==> config.mk <==
export PLATFORM = sky130hd
export DESIGN_NAME = lr35902_core
export DESIGN_NICKNAME = d
export VERILOG_FILES = /design/src/hdl/cpu_pkg.sv /design/src/hdl/lr35902_core.sv /design/src/hdl/control_unit.sv /design/src/hdl/alu8.sv /design/src/hdl/register_file.sv /design/src/hdl/bus_sequencer.sv
export SDC_FILE = /design/constraint.sdc
export NUM_CORES = 1
export LEC_CHECK = 0
export BUFFER_PORTS_ARGS = -buffer_cell sky130_fd_sc_hd__buf_4
export CORE_UTILIZATION = 56
export DETAILED_ROUTE_END_ITERATION = 10
export PLACE_DENSITY = 0.87
export RECOVER_POWER = 25
export SLEW_MARGIN = 20
export SYNTH_ARGS = -nofsm -noshare
export SYNTH_HDL_FRONTEND = slang
export SYNTH_SLANG_ARGS = --single-unit
==> constraint.sdc <==
create_clock -name clk -period 3.9 [get_ports clk]
set_input_delay 0.975 -clock clk [delete_from_list [all_inputs] [get_ports clk]]
set_output_delay 0.975 -clock clk [all_outputs]
set_load 0.02 [all_outputs]
==> src/hdl/cpu_pkg.sv <==
package cpu_pkg;

	// Plain vector types for the widths that carry a meaning
	typedef logic [7:0]  byte_t;     // One data byte on the bus or in a register
	typedef logic [15:0] addr_t;     // Bus address and program counter
	typedef logic [3:0]  flags_t;    // Z N H C from high to low
	typedef logic [2:0]  reg_sel_t;  // Register index as coded in the opcode
	typedef logic [1:0]  phase_t;    // Clock position inside one machine cycle

	// Steps of an instruction, each of them one machine cycle long
	typedef enum logic [2:0] {IFETCH, IMM_FETCH, IMMH_FETCH, MEM_FETCH, MEM_STORE, JUMP} cpu_state_t;

	// Bit positions inside the flag nibble
	localparam int FLAG_Z = 3;
	localparam int FLAG_N = 2;
	localparam int FLAG_H = 1;
	localparam int FLAG_C = 0;

	// Register indices that the control logic names explicitly
	localparam reg_sel_t SEL_H   = 3'd4;
	localparam reg_sel_t SEL_L   = 3'd5;
	localparam reg_sel_t SEL_MEM = 3'd6;  // (HL) or the immediate byte
	localparam reg_sel_t SEL_A   = 3'd7;

	// Every machine cycle is four clocks, and the phase counter simply wraps
	localparam int MCYCLE_CLOCKS = 4;
	localparam phase_t PHASE_ADDR  = 2'd0;                          // Address goes out
	localparam phase_t PHASE_REQ   = 2'd1;                          // Read or write requested
	localparam phase_t PHASE_LATCH = 2'd2;                          // Data bus sampled
	localparam phase_t PHASE_LAST  = phase_t'(MCYCLE_CLOCKS - 1);  // Next step decided here

	// ALU operation codes, straight from opcode bits 5..3
	localparam logic [2:0] ALU_ADD = 3'd0;
	localparam logic [2:0] ALU_ADC = 3'd1;
	localparam logic [2:0] ALU_SUB = 3'd2;
	localparam logic [2:0] ALU_SBC = 3'd3;
	localparam logic [2:0] ALU_AND = 3'd4;
	localparam logic [2:0] ALU_XOR = 3'd5;
	localparam logic [2:0] ALU_OR  = 3'd6;
	localparam logic [2:0] ALU_CP  = 3'd7;

	// Single opcodes that are decoded by their full value
	localparam byte_t OP_HALT = 8'h76;  // Runs as a plain NOP in this core
	localparam byte_t OP_CPL  = 8'h2f;
	localparam byte_t OP_SCF  = 8'h37;
	localparam byte_t OP_CCF  = 8'h3f;
	localparam byte_t OP_JP   = 8'hc3;  // Unconditional absolute jump
	localparam byte_t OP_JR   = 8'h18;  // Unconditional relative jump

endpackage
==> src/hdl/lr35902_core.sv <==
`timescale 1ns/1ps

module lr35902_core (
	input  logic            clk,
	input  logic            reset,
	input  logic            halt,
	input  cpu_pkg::byte_t  din,
	output cpu_pkg::addr_t  adr,
	output cpu_pkg::byte_t  dout,
	output cpu_pkg::addr_t  pc,
	output logic            read,
	output logic            write,
	output logic            ddrv,
	output cpu_pkg::flags_t f
);
	import cpu_pkg::*;

	cpu_state_t state;
	phase_t     phase;
	logic       step_end;
	reg_sel_t   src_sel, dst_sel, wr_sel;
	logic       wr_en;
	byte_t      wr_data, src_val, dst_val, acc;
	addr_t      hl;
	byte_t      operand, result, incdec_result;
	flags_t     flags_out;
	logic [2:0] alu_op, incdec_flags;
	logic       dec;

	// Four-clock machine cycle and the bus strobes
	bus_sequencer bus_sequencer_i (
		.clk(clk), .reset(reset), .halt(halt), .state(state), .phase(phase),
		.step_end(step_end), .read(read), .write(write), .ddrv(ddrv)
	);

	register_file register_file_i (
		.clk(clk), .reset(reset), .src_sel(src_sel), .dst_sel(dst_sel), .wr_sel(wr_sel),
		.wr_en(wr_en), .wr_data(wr_data), .src_val(src_val), .dst_val(dst_val),
		.acc(acc), .hl(hl)
	);

	// INC and DEC read their operand from the destination port directly
	alu8 alu8_i (
		.acc(acc), .operand(operand), .incdec_operand(dst_val), .alu_op(alu_op),
		.dec(dec), .carry_in(f[FLAG_C]), .result(result), .incdec_result(incdec_result),
		.flags_out(flags_out), .incdec_flags(incdec_flags)
	);

	control_unit control_unit_i (
		.clk(clk), .reset(reset), .phase(phase), .step_end(step_end), .din(din),
		.state(state), .adr(adr), .dout(dout), .pc(pc), .f(f),
		.src_sel(src_sel), .dst_sel(dst_sel), .wr_sel(wr_sel), .wr_en(wr_en),
		.wr_data(wr_data), .src_val(src_val), .acc(acc), .hl(hl), .operand(operand),
		.alu_op(alu_op), .dec(dec), .result(result), .flags_out(flags_out),
		.incdec_result(incdec_result), .incdec_flags(incdec_flags)
	);

endmodule

==> src/hdl/control_unit.sv <==
`timescale 1ns/1ps

module control_unit (
	input  logic                clk,
	input  logic                reset,
	input  cpu_pkg::phase_t     phase,
	input  logic                step_end,
	input  cpu_pkg::byte_t      din,
	output cpu_pkg::cpu_state_t state,
	output cpu_pkg::addr_t      adr,
	output cpu_pkg::byte_t      dout,
	output cpu_pkg::addr_t      pc,
	output cpu_pkg::flags_t     f,
	output cpu_pkg::reg_sel_t   src_sel,
	output cpu_pkg::reg_sel_t   dst_sel,
	output cpu_pkg::reg_sel_t   wr_sel,
	output logic                wr_en,
	output cpu_pkg::byte_t      wr_data,
	input  cpu_pkg::byte_t      src_val,
	input  cpu_pkg::byte_t      acc,
	input  cpu_pkg::addr_t      hl,
	output cpu_pkg::byte_t      operand,
	output logic [2:0]          alu_op,
	output logic                dec,
	input  cpu_pkg::byte_t      result,
	input  cpu_pkg::flags_t     flags_out,
	input  cpu_pkg::byte_t      incdec_result,
	input  logic [2:0]          incdec_flags
);
	import cpu_pkg::*;

	byte_t      op;          // Current opcode
	byte_t      imml;        // Immediate low byte, also the byte read from (HL)
	byte_t      immh;        // Immediate high byte of JP
	cpu_state_t next_state;
	flags_t     f_next;
	logic       pc_load;
	addr_t      pc_next;
	addr_t      jr_target;
	logic       pc_fetch;    // Steps that read at the PC and advance it
	logic       is_ld, is_ld_imm, is_alu, is_incdec, is_jp, is_jr;
	logic       taken;

	// Operand fields come straight from the opcode
	assign src_sel = op[2:0];
	assign dst_sel = op[5:3];
	assign alu_op  = op[5:3];
	assign dec     = op[0];
	assign operand = (src_sel == SEL_MEM) ? imml : src_val;  // (HL) and d8 both land in imml

	// Instruction classes, everything else falls through as NOP
	assign is_ld     = op[7:6] == 2'b01 && op != OP_HALT;
	assign is_ld_imm = op[7:6] == 2'b00 && op[2:0] == SEL_MEM && op[5:3] != SEL_MEM;
	assign is_alu    = op[7:6] == 2'b10 || (op[7:6] == 2'b11 && op[2:0] == SEL_MEM);
	assign is_incdec = op[7:6] == 2'b00 && op[2:1] == 2'b10 && op[5:3] != SEL_MEM;
	assign is_jp     = op == OP_JP || (op[7:5] == 3'b110 && op[2:0] == 3'b010);
	assign is_jr     = op == OP_JR || (op[7:5] == 3'b001 && op[2:0] == 3'b000);

	// Bit 4 picks C or Z and bit 3 gives the value that takes the branch
	assign taken = op == OP_JP || op == OP_JR || f[op[4] ? FLAG_C : FLAG_Z] == op[3];

	// Relative target uses its own adder, PC already points past the offset
	assign jr_target = pc + {{8{imml[7]}}, imml};
	assign pc_fetch  = state inside {IFETCH, IMM_FETCH, IMMH_FETCH};

	// Decide the next step and the write-back, applied only on step_end
	always_comb
	begin
		next_state = IFETCH;  // Most steps finish the instruction
		wr_en      = 1'b0;
		wr_sel     = op[5:3];
		wr_data    = operand;
		f_next     = f;
		pc_load    = 1'b0;
		pc_next    = jr_target;
		if (is_ld)
		begin
			if (op[2:0] == SEL_MEM)
			begin
				if (state == IFETCH)
					next_state = MEM_FETCH;  // Load from (HL) needs a bus read first
				else
					wr_en = step_end;
			end
			else if (op[5:3] == SEL_MEM)
			begin
				if (state == IFETCH)
					next_state = MEM_STORE;  // Address and data latched below
			end
			else
				wr_en = step_end;
		end
		else if (is_ld_imm)
		begin
			if (state == IFETCH)
				next_state = IMM_FETCH;
			else
				wr_en = step_end;
		end
		else if (is_alu)
		begin
			if (state == IFETCH && op[2:0] == SEL_MEM)
				next_state = op[6] ? IMM_FETCH : MEM_FETCH;  // Bit 6 marks the d8 form
			else
			begin
				wr_sel  = SEL_A;
				wr_data = result;
				wr_en   = step_end && alu_op != ALU_CP;  // Compare only updates flags
				f_next  = flags_out;
			end
		end
		else if (is_incdec)
		begin
			wr_data = incdec_result;
			wr_en   = step_end;
			{f_next[FLAG_Z], f_next[FLAG_N], f_next[FLAG_H]} = incdec_flags;
		end
		else if (op == OP_CPL)
		begin
			wr_sel         = SEL_A;
			wr_data        = ~acc;
			wr_en          = step_end;
			f_next[FLAG_N] = 1'b1;
			f_next[FLAG_H] = 1'b1;
		end
		else if (op == OP_SCF || op == OP_CCF)
		begin
			f_next[FLAG_N] = 1'b0;
			f_next[FLAG_H] = 1'b0;
			f_next[FLAG_C] = (op == OP_SCF) ? 1'b1 : ~f[FLAG_C];
		end
		else if (is_jp || is_jr)
		begin
			case (state)
				IFETCH:
					next_state = IMM_FETCH;
				IMM_FETCH:
				begin
					if (is_jp)
						next_state = IMMH_FETCH;
					else if (taken)
						next_state = JUMP;
				end
				IMMH_FETCH:
					if (taken)
						next_state = JUMP;
				JUMP:
				begin
					pc_load = 1'b1;  // Extra cycle spent only on a taken branch
					if (is_jp)
						pc_next = {immh, imml};
				end
				default:
					next_state = IFETCH;
			endcase
		end
	end

	always_ff @(posedge clk)
	begin
		if (reset)
		begin
			state <= IFETCH;
			op    <= '0;  // Decodes as NOP until the first opcode arrives
			pc    <= '0;
			f     <= '0;
			adr   <= '0;
		end
		else
		begin
			if (phase == PHASE_ADDR && pc_fetch)
				adr <= pc;
			if (phase == PHASE_REQ && pc_fetch)
				pc <= pc + 16'd1;
			if (phase == PHASE_LATCH)
			begin
				case (state)
					IFETCH:               op   <= din;
					IMM_FETCH, MEM_FETCH: imml <= din;
					IMMH_FETCH:           immh <= din;
					default:              op   <= op;
				endcase
			end
			if (step_end)
			begin
				state <= next_state;
				f     <= f_next;
				if (pc_load)
					pc <= pc_next;
				if (next_state == MEM_FETCH || next_state == MEM_STORE)
				begin
					adr  <= hl;       // Memory steps reuse the address set up here
					dout <= src_val;  // Only consumed by the store step
				end
			end
		end
	end

endmodule

==> src/hdl/alu8.sv <==
`timescale 1ns/1ps

module alu8 (
	input  cpu_pkg::byte_t  acc,
	input  cpu_pkg::byte_t  operand,
	input  cpu_pkg::byte_t  incdec_operand,
	input  logic [2:0]      alu_op,
	input  logic            dec,
	input  logic            carry_in,
	output cpu_pkg::byte_t  result,
	output cpu_pkg::byte_t  incdec_result,
	output cpu_pkg::flags_t flags_out,
	output logic [2:0]      incdec_flags
);
	import cpu_pkg::*;

	logic [8:0] sum;    // Ninth bit is the carry or the borrow
	logic       sub;    // Subtract class sets N
	logic       hcarry;

	always_comb
	begin
		sum    = '0;
		sub    = 1'b0;
		hcarry = 1'b0;
		case (alu_op)
			ALU_ADD, ALU_ADC:
				sum = {1'b0, acc} + {1'b0, operand} + {8'd0, alu_op == ALU_ADC && carry_in};
			ALU_SUB, ALU_SBC, ALU_CP:
			begin
				// Only SBC pulls in the borrow, CP behaves like SUB
				sum = {1'b0, acc} - {1'b0, operand} - {8'd0, alu_op == ALU_SBC && carry_in};
				sub = 1'b1;
			end
			ALU_AND:
				sum = {1'b0, acc & operand};
			ALU_XOR:
				sum = {1'b0, acc ^ operand};
			ALU_OR:
				sum = {1'b0, acc | operand};
			default:
				sum = '0;
		endcase

		// Carry into bit 4 is recovered from the operand bits and the sum bit
		if (alu_op == ALU_AND)
			hcarry = 1'b1;
		else if (alu_op inside {ALU_ADD, ALU_ADC, ALU_SUB, ALU_SBC, ALU_CP})
			hcarry = acc[4] ^ operand[4] ^ sum[4];
	end

	assign result    = sum[7:0];
	assign flags_out = {sum[7:0] == 8'd0, sub, hcarry, sum[8]};  // Logic ops leave sum[8] at zero

	// INC and DEC share one adder and never touch the carry
	assign incdec_result = dec ? incdec_operand - 8'd1 : incdec_operand + 8'd1;
	assign incdec_flags  = {incdec_result == 8'd0, dec, incdec_operand[4] ^ incdec_result[4]};

endmodule

==> src/hdl/register_file.sv <==
`timescale 1ns/1ps

module register_file (
	input  logic              clk,
	input  logic              reset,
	input  cpu_pkg::reg_sel_t src_sel,
	input  cpu_pkg::reg_sel_t dst_sel,
	input  cpu_pkg::reg_sel_t wr_sel,
	input  logic              wr_en,
	input  cpu_pkg::byte_t    wr_data,
	output cpu_pkg::byte_t    src_val,
	output cpu_pkg::byte_t    dst_val,
	output cpu_pkg::byte_t    acc,
	output cpu_pkg::addr_t    hl
);
	import cpu_pkg::*;

	// B C D E H L at 0..5 and A at 7, slot 6 is the memory operand and holds nothing
	byte_t regs [8];

	always_ff @(posedge clk)
	begin
		if (reset)
		begin
			for (int i = 0; i < 8; i++)
				regs[i] <= '0;
		end
		else if (wr_en && wr_sel != SEL_MEM)
			regs[wr_sel] <= wr_data;  // Writes to the memory slot are dropped
	end

	// Source port follows opcode bits 2..0
	assign src_val = (src_sel == SEL_MEM) ? '0 : regs[src_sel];

	// Destination port follows opcode bits 5..3 and feeds INC and DEC
	assign dst_val = (dst_sel == SEL_MEM) ? '0 : regs[dst_sel];

	// Fixed taps for the accumulator and the memory pointer
	assign acc = regs[SEL_A];
	assign hl  = {regs[SEL_H], regs[SEL_L]};

endmodule

==> src/hdl/bus_sequencer.sv <==
`timescale 1ns/1ps

module bus_sequencer (
	input  logic                clk,
	input  logic                reset,
	input  logic                halt,
	input  cpu_pkg::cpu_state_t state,
	output cpu_pkg::phase_t     phase,
	output logic                step_end,
	output logic                read,
	output logic                write,
	output logic                ddrv
);
	import cpu_pkg::*;

	logic stall;        // Hold the cycle before an opcode fetch starts
	logic fetch_state;  // States that read a byte from the bus
	logic store_state;  // State that drives a byte onto the bus

	// Halt only takes hold at the start of an opcode fetch
	assign stall       = halt && state == IFETCH && phase == PHASE_ADDR;
	assign fetch_state = state inside {IFETCH, IMM_FETCH, IMMH_FETCH, MEM_FETCH};
	assign store_state = state == MEM_STORE;

	// The control unit decides its next step on this pulse
	assign step_end = phase == PHASE_LAST;

	always_ff @(posedge clk)
	begin
		if (reset)
		begin
			phase <= PHASE_ADDR;
			read  <= 1'b0;
			write <= 1'b0;
			ddrv  <= 1'b0;
		end
		else
		begin
			if (!stall)
				phase <= phase + 2'd1;  // Wraps from the last phase back to zero
			case (phase)
				PHASE_ADDR:
					ddrv <= store_state;  // Drive data only while a store is running
				PHASE_REQ:
				begin
					read  <= fetch_state;  // Read stays up through phases 2 and 3
					write <= store_state;  // Write is a one-clock strobe in phase 2
				end
				PHASE_LATCH:
					write <= 1'b0;
				PHASE_LAST:
					read <= 1'b0;  // Bus is idle again when the next cycle starts
			endcase
		end
	end

endmodule

# --- Word level (Yosys, flattened, before mapping) ---
# Memories as Yosys holds them, arrays and structs flattened. A register that Yosys moved wholly into a read port is not among the register bits.
# Index checks and enable logic that the tools add are counted.
word_totals:
  reg_bits: 76
  mem_bits_rw: 64
  input_bits: 11
  out_inout_bits: 47
  elab_cells: 221
  mem_count: 1
classes:
  add_sub_neg: 9
  order_cmp: 1
  n_eq_ne: 38
  mux: 96
  bitwise: 11
  n_reduce_logical: 51
memory_table:
  columns: ["memory", "depth", "width", "read_ports", "rd_ports_with_merged_regs", "write_ports", "line", "source"]
  rows:
  - ["register_file_i.regs", 8, 8, 5, 2, 8, "register_file.sv:19", "byte_t regs [8];"]
op_table:
  columns: ["op", "n"]
  rows:
  - ["$mux W16", 15]
  - ["$mux W8", 11]
  - ["$mux W3", 25]
  - ["$pmux W9 S5", 1]
  - ["$mux W1", 33]
  - ["$lt A32 B4 Y1 const B", 1]
  - ["$eq A3 B3 Y1 const B", 9]
  - ["$eq A8 B6 Y1 const B", 3]
  - ["$eq A3 B2 Y1 const B", 6]
  - ["$logic_and A1 B1 Y1", 17]
  - ["$add A16 B1 Y16 const B", 1]
  - ["$add A16 B16 Y16", 1]
  - ["$logic_not A8 Y1", 2]
  - ["$eq A2 B2 Y1 const B", 5]
  - ["$mux W2", 5]
  - ["$reduce_and A5 Y1", 2]
  - ["$add A8 B8 Y9", 1]
  - ["$add A9 B1 Y9", 1]
  - ["$eq A3 B1 Y1 const B", 3]
  - ["$logic_not A3 Y1", 3]
  - ["$ne A3 B3 Y1 const B", 3]
  - ["$pmux W3 S3", 1]
  - ["$reduce_and A3 Y1", 3]
  - ["$sub A8 B8 Y9", 1]
  - ["31 further kinds", 53]

# --- Depth between registers and ports, before layout ---
# Gate-level depths: netlist of run 1.
logic_depth:
  word_depth: 20
  depth_mapped: 17
  ltp_nobuf: 16

# --- Cells and area by module ---
# Synthesis of run 1 repeated with hierarchy kept, for this count alone.
unflattened:
  hier_cells: 1055
  hier_area_um2: 9917.0
by_module_without_submodules:
  columns: ["module", "n_inst", "cells_each", "area_per_inst_um2", "seq_area_each_um2"]
  rows:
  - ["control_unit", 1, 553, 4677.0, 1661.6]
  - ["register_file", 1, 236, 3134.3, 1711.6]
  - ["alu8", 1, 239, 1834.3, 0.0]
  - ["bus_sequencer", 1, 27, 271.5, 100.1]

# --- Worst setup path after synthesis of run 1 ---
# OpenSTA, ideal clock, no wires.
synth_path:
  path_kind: "reg2reg"
  start: "register (tool-made name)"
  end: "memory register_file_i.regs[0][7] (netlist name) (data pin)"
  setup_time_ns: 0.275
  arrival_time_ns: 3.989
  required_ns: 3.625
  setup_slack_ns: -0.365
  stages_incl_launch_ff: 17
  path_buffers: 2
  synth_period_minus_slack_ns: 4.265
  cell_sequence: "dfxtp_1 clkbuf_1 buf_2 mux4_2 mux2i_1 a21oi_1 fa_1 inv_1 ha_1 o21ai_0 nand3_1 a31oi_1 nor4b_1 a211oi_1 a21oi_1 nor3_1 nor2_1"
synth_lines:
  columns: ["item", "line"]
  rows:
  - ["end, declared", "register_file.sv:19"]

==> flow_summary.ini, run 1 <==
[yosys]
most_instantiated_library_cell_after_synthesis = nor2_1
synth_sequential_area_ratio = 0.3932
synth_largest_type_area_fraction = 0.2732
synth_cell_types = 71
synth_edf_count = 88
synth.top_cells.by_area = edfxtp_1 27%, dfxtp_1 12%, ha_1 7.4%
async_sr_flop_fraction = 0
postSynthAreaPerCell_sq_um = 9.494
synthesis_stage_register_bit_count = 146
synth_commonest_cells = 152 x nor2_1, 91 x nand2_1, 88 x edfxtp_1
synth_largest_area_cell = edfxtp_1
post_synth_instance_area_sq_um = 9674
ys_dominant_reg_cell = edfxtp_1
syn_inst = 1019
synth-warning-count = 0

[layout]
diodes = 0
area_growth_pct = 22.54
num-nets-final = 1225
seq_area_sq_um = 3809
post_route_cells_drive_above_1_share = 0.2354
nFillCells = 1103
multi_input_comb_area_sq_um = 5811

[job]
timing.max_cap.violations = 1

[timing]
skew_ns = 0.01567
worst_slack_ns = -0.05112
maxClockFrequency_ghz = 0.2531
relSlewSlack = -0.1492
worst_slew_pin_slew_ns = 1.724
final_max_slew_viol_count = 34
count_of_final_hold_check_violations = 0
rsz0062_at_grt = yes
layout_worst_path_cycle_share = 1.013
hold_slack_ns = 0.4887
layout_min_cycle_time_ns = 3.951
number_of_setup_violations_in_the_final_report = 10

[pwr]
pwr_density_cell_nw_per_um2 = 516.2
cell_leakage_power_nw = 4.582
max-vdd-ir-drop_v = 0.0003506
total_power_consumption_w = 0.006120

[detailed_routing]
detail_route.first_pass.iterations = 6
post_drt_via_cell_ratio = 6.874
antenna_violating_nets_post_route = 0
wl_per_cell_microns = 24.36
detail_route.wirelength_microns = 33720
drc = 0
detailedRoute.firstIterationViolations = 1473
via_count = 9514

[cts]
clock_tree.buffer_depth = 2
clock_tree.root_cell = clkbuf_16
cts.clk_slew.worst_paths_ns = 0.07
cts.sink_count = 146
clk-insertion-delay-late_ns = 0.43
tritoncts = yes
numCtsBuffers = 17
h-tree-depth = 4

[status]
failed_checks = max-capacitance violations, max-slew violations, negative setup slack
outcome = finished, violations left

[worst_setup_path]
timing.critical_path.required_ns = 4.08
most_frequent_cell_on_critical_path = nor2_1
path_max_fanout = 7
critical_path.startpoint_type = flop
r2r_cells = 16
timing.setup.critical_path_class = reg2reg
worst_ep_arrival_time_ns = 4.13
crit_slowest_cell = fa_2
reg2reg_capture_point = register_file_i.regs[1][3]
setup.worst_path.end_class = flop
slowest_delay_ns = 0.60
rrSetupSlack_ns = -0.05
crit_chain = buf_6 > mux4_2 > mux2i_4 > a21oi_4 > fa_2 > inv_2 > ha_2 > o21ai_2 > nand2_1 > xnor2_1 > nor2_1 > o32a_1 > a221o_1 > a21oi_1 > buf_4 > nor2_1

[worst_hold_path]
hold_path_end = control_unit_i.adr[9]
timing.hold.worst.class = reg2reg
timing.hold.worst_path_depth = 2
holdCritStartpoint = control_unit_i.adr[9]

[die]
boundaryPins = 58
floorplan.core_area_sq_um = 16700
area_of_the_die_sq_um = 17800
initial_core_util = 0.5793
die_width_microns = 133.4
std_cell_rows = 47
die_height_microns = 133.4

[global_routing]
via_count_of_the_first_global_routing_pass = 8955
gr-total-overflow = 0
grt_first_pass_wirelength_microns = 49790
grt_max_degree = 41
grt.total_usage = 0.3693
antenna_found_initial = 0

[place]
detailedPlacementHpwl_microns = 22120
port_buffers = 57
gpl.final_weighted_congestion = 0.9932
[sequential cells by signal (all words and copies together) (netlist names), 2 cells and up, named ones only]
name,cells
bus_sequencer_i.phase,2
control_unit_i.adr,16
control_unit_i.dout,8
control_unit_i.f,4
control_unit_i.immh,8
control_unit_i.imml,8
control_unit_i.op,8
control_unit_i.pc,16
control_unit_i.state,3
register_file_i.regs,64
[per-stage QoR]
step                      utilization  worst slack [ns]   TNS [ns]  instance area (sq um)  cells
after floorplan                     -           0.01991          0                   9723   1026
after global placement         0.6553         -0.004845  -0.004845                  10940   1343
after detailed placement       0.6553           -0.2038     -1.937                  10940   1343
after CTS                      0.6976          -0.02263   -0.08401                  11650   1380
after global routing           0.7098           -0.1859     -2.242                  11860   1384
final                          0.7098          -0.05112    -0.3694                  11860   1384
[timing repair]
action | in CTS | in global routing
pin swaps | 15 | 19
gates resized for setup | 28 | 44
cloned | 0 | 0
endpoints found under the setup margin | 29 | 31
hold buffers | 0 | 0
endpoints found under the hold margin | 0 | 0
buffers inserted | 5 | 5
[worst max-delay path: cells and delay by family, from the launching register on]
kind / cells / cell delay [ns]
fa+ha+maj: 2 / 0.76
flops: 1 / 0.37
xor+xnor: 1 / 0.15
compound gates: 5 / 0.99
simple gates: 3 / 0.22
mux: 2 / 0.81
buf+inv: 3 / 0.39
[where the power goes]
part           total (W)  internal (W)  switching, W
logic            0.00267       0.00110       0.00156
registers        0.00187       0.00173      0.000139
clock network    0.00158      0.000843      0.000741
total            0.00612       0.00368       0.00244
[per-layer routing]
| metal | GRT usage | part of all wire | vias to the layer above |
|---|---|---|---|
| met2 | 0.5990 | 0.45 | 881 |
| met5 | 0 | 0 | - |
| li1 | - | - | 4010 |
| met4 | 0.2273 | 0.084 | 0 |
| met1 | 0.4437 | 0.34 | 4379 |
| met3 | 0.09018 | 0.13 | 244 |
[cell usage in the layout (no fill, tap or decap), types with 19 or more instances in the layout]
cell	instances
nand2_1	89
mux4_2	30
a21oi_1	47
o21ai_0	30
a211oi_1	25
ha_1	55
mux2i_1	19
nand3_1	36
buf_4	149
xnor2_1	20
nor2_1	148
edfxtp_1	88
dfxtp_1	54
a311oi_1	20
inv_1	46
[worst max-delay path by stage]
| stage | to | slack [ns] | cells past startpoint |
|---|---|---|---|
| CTS | control_unit_i.f[3] | -0.02 | 15 |
| floorplan | control_unit_i.f[3] | 0.02 | 16 |
| finish | register_file_i.regs[1][3] | -0.05 | 16 |
| detailed placement | control_unit_i.f[3] | -0.20 | 14 |
| global placement | control_unit_i.f[3] | -0.005 | 14 |
| global route | register_file_i.regs[7][7] | -0.19 | 16 |
[cells by family (layout without fill, tap and decap cells)]
logic type	count (synthesis)	after routing	share of synthesized area
simple gates	393	393	0.1919
compound gates	217	217	0.1538
flops	146	146	0.3932
buf+inv	103	241	0.04113
fa+ha+maj	63	63	0.08614
mux	59	59	0.09997
xor+xnor	37	37	0.03350
other cells	1	8	0.0003876
[final cells by class]
cell class / instances / area share
sequential: 146 / 0.3213
clock buffer: 17 / 0.03588
timing repair buffer: 162 / 0.1028
multi-input combinational: 777 / 0.4901
inverter: 47 / 0.01488
clock inverter: 15 / 0.01182
tap: 220 / 0.02322
(Power assumes the default switching activity.)
==> run 2: changes to the inputs <==
- GPL_TIMING_DRIVEN: not set -> 0
==> run 2 against run 1 <==
Effect of this change: the run ends with negative setup slack left; clock power hardly changed; clock-buffer cell count unchanged; non-clock buffer count is 22 lower; sequential share of layout area is 0.071 points higher; total power is 0.86% higher; via count shrank 2.2%; worst setup slack worse by 0.12 ns; global-route usage fell by 0.78 points; combinational power rose by 2%; critical path type unchanged; register-to-register slack worse by 0.12 ns; die area unchanged.
==> flow_summary.ini, run 2 (synthesis results as in run 1) <==
[worst_setup_path]
path_max_fanout = 5
timing.critical_path.required_ns = 4.27
timing.setup.critical_path_class = reg2reg
setup.worst_path.end_class = flop
critical_path.startpoint_type = flop
worst_ep_arrival_time_ns = 4.45

[timing]
final.setup.tns_ns = -1.847
layout_worst_path_cycle_share = 1.045
final_max_slew_viol_count = 0
count_of_final_hold_check_violations = 0
rsz0062_at_grt = yes
worst_slew_pin_slew_ns = 1.050
relSlewSlack = 0.3002
worst_slack_ns = -0.1744
skew_ns = 0.01276
layout_min_cycle_time_ns = 4.074
maxClockFrequency_ghz = 0.2454
number_of_setup_violations_in_the_final_report = 31

[pwr]
total_power_consumption_w = 0.006172
max-vdd-ir-drop_v = 0.0003574
pwr_density_cell_nw_per_um2 = 520.4
cell_leakage_power_nw = 4.393

[global_routing]
grt.total_usage = 0.3615
antenna_found_initial = 0
grt_max_degree = 17
via_count_of_the_first_global_routing_pass = 8795
grt_first_pass_wirelength_microns = 48570
gr-total-overflow = 0

[layout]
layout.cell_area.non_filler_sq_um = 11860
largest-register = register_file_i.regs
largest_reg_flops = 64
diodes = 0
layout_commonest_cell = nor2_1
post_route_cells_drive_above_1_share = 0.2189
most-common-layout-cells = 138 x nor2_1, 88 x nand2_1, 88 x edfxtp_1, 74 x buf_4
area_growth_pct = 22.59
num-nets-final = 1203
reg_top3 = register_file_i.regs: 64 flops, control_unit_i.adr: 16 flops, control_unit_i.pc: 16 flops

[die]
floorplan.core_area_sq_um = 16700
std_cell_rows = 47
area_of_the_die_sq_um = 17800
die_width_microns = 133.4
initial_core_util = 0.5793
die_height_microns = 133.4
boundaryPins = 58

[cts]
cts.sink_count = 146
clock_tree.buffer_depth = 2
h-tree-depth = 4
cts.clk_slew.worst_paths_ns = 0.06
clk-insertion-delay-late_ns = 0.44
numCtsBuffers = 17
clock_tree.root_cell = clkbuf_16
tritoncts = yes

[place]
port_buffers = 57
gpl.final_weighted_congestion = 1.033
detailedPlacementHpwl_microns = 21350
preCtsSetupSlack_ns = -1.034
dpl_cell_area_sq_um = 10450

[job]
timing.max_cap.violations = 0

[detailed_routing]
via_count = 9301
post_drt_via_cell_ratio = 6.829
drc = 0
antenna_violating_nets_post_route = 0
detailedRoute.firstIterationViolations = 1356
detail_route.first_pass.iterations = 9
wl_per_cell_microns = 23.78
detail_route.wirelength_microns = 32390

[status]
outcome = finished, violations left
failed_checks = negative setup slack

[worst_hold_path]
timing.hold.worst.class = reg2reg
## run 2: cell types whose count changed in the layout (fill, tap and decap cells not counted), sizes merged
cell / delta
bufbuf: +1
clkinvlp: +1
clkbuf: +35
inv: -1
buf: -58
## run 2: layout make-up
cell class                      count  area (sq um)
Tap cell                          220         275.3
Sequential cell                   146          3819
Timing Repair Buffer               89         721.9
Fill cell                        1110          4841
Multi-Input combinational cell    777          6043
Inverter                           47         176.4
Clock buffer                       17         425.4
Clock inverter                     15         145.1
Buffer                             51         254.0
## run 2: repair_timing
| item | CTS | global route |
|---|---|---|
| setup buffers | 18 | 11 |
| resized for setup | 85 | 58 |
| setup endpoints to repair | 59 | 115 |
| pin swaps | 11 | 21 |
| gates cloned | 1 | 0 |
| hold buffers | 0 | 0 |
## run 2: path summary, 6_finish.rpt
check                                             end  slack (ns)  cells past startpoint             startpoint
worst max register to register    control_unit_i.f[3]       -0.17                     13                   flop
worst max-delay path              control_unit_i.f[3]       -0.17                     13                   flop
worst min register to register  control_unit_i.adr[9]        0.49                      2  control_unit_i.adr[9]
worst min-delay path            control_unit_i.adr[9]        0.49                      2  control_unit_i.adr[9]
## run 2: worst max-delay path, cell delays in order (launching register included)
cell and delay (ns):
dfxtp_4 0.45, bufbuf_16 0.30, mux4_2 0.54, mux2i_4 0.22
nand2_2 0.11, o21ai_4 0.11, ha_4 0.25, ha_1 0.32
or3_1 0.39, nand3_2 0.11, o311ai_4 0.14, or4_4 0.59
o41ai_4 0.31, a21o_1 0.16
## run 2: stage by stage
stage	hold slack (ns)	cells	utilization
after floorplan	0.4972	1026	-
after global placement	0.4755	1303	0.6243
after detailed placement	0.4745	1305	0.6256
after CTS	0.4889	1353	0.6938
after global routing	0.5058	1362	0.7101
final	0.4874	1362	0.7101
## run 2: routing by layer
layer / part of all wire / vias up / track usage / wire length (microns)
li1: - / 3964 / - / -
met5: 0 / - / 0 / 0
met2: 0.45 / 777 / 0.5674 / 14670
met1: 0.35 / 4363 / 0.4415 / 11330
met4: 0.076 / 0 / 0.2405 / 2468
met3: 0.12 / 197 / 0.09132 / 3922
## run 2: power by group
part | total (W) | internal [W] | leakage, nW | switching (W)
logic | 0.00272 | 0.00107 | 2.78 | 0.00165
registers | 0.00187 | 0.00173 | 1.35 | 0.000134
clock network | 0.00159 | 0.000842 | 0.268 | 0.000747
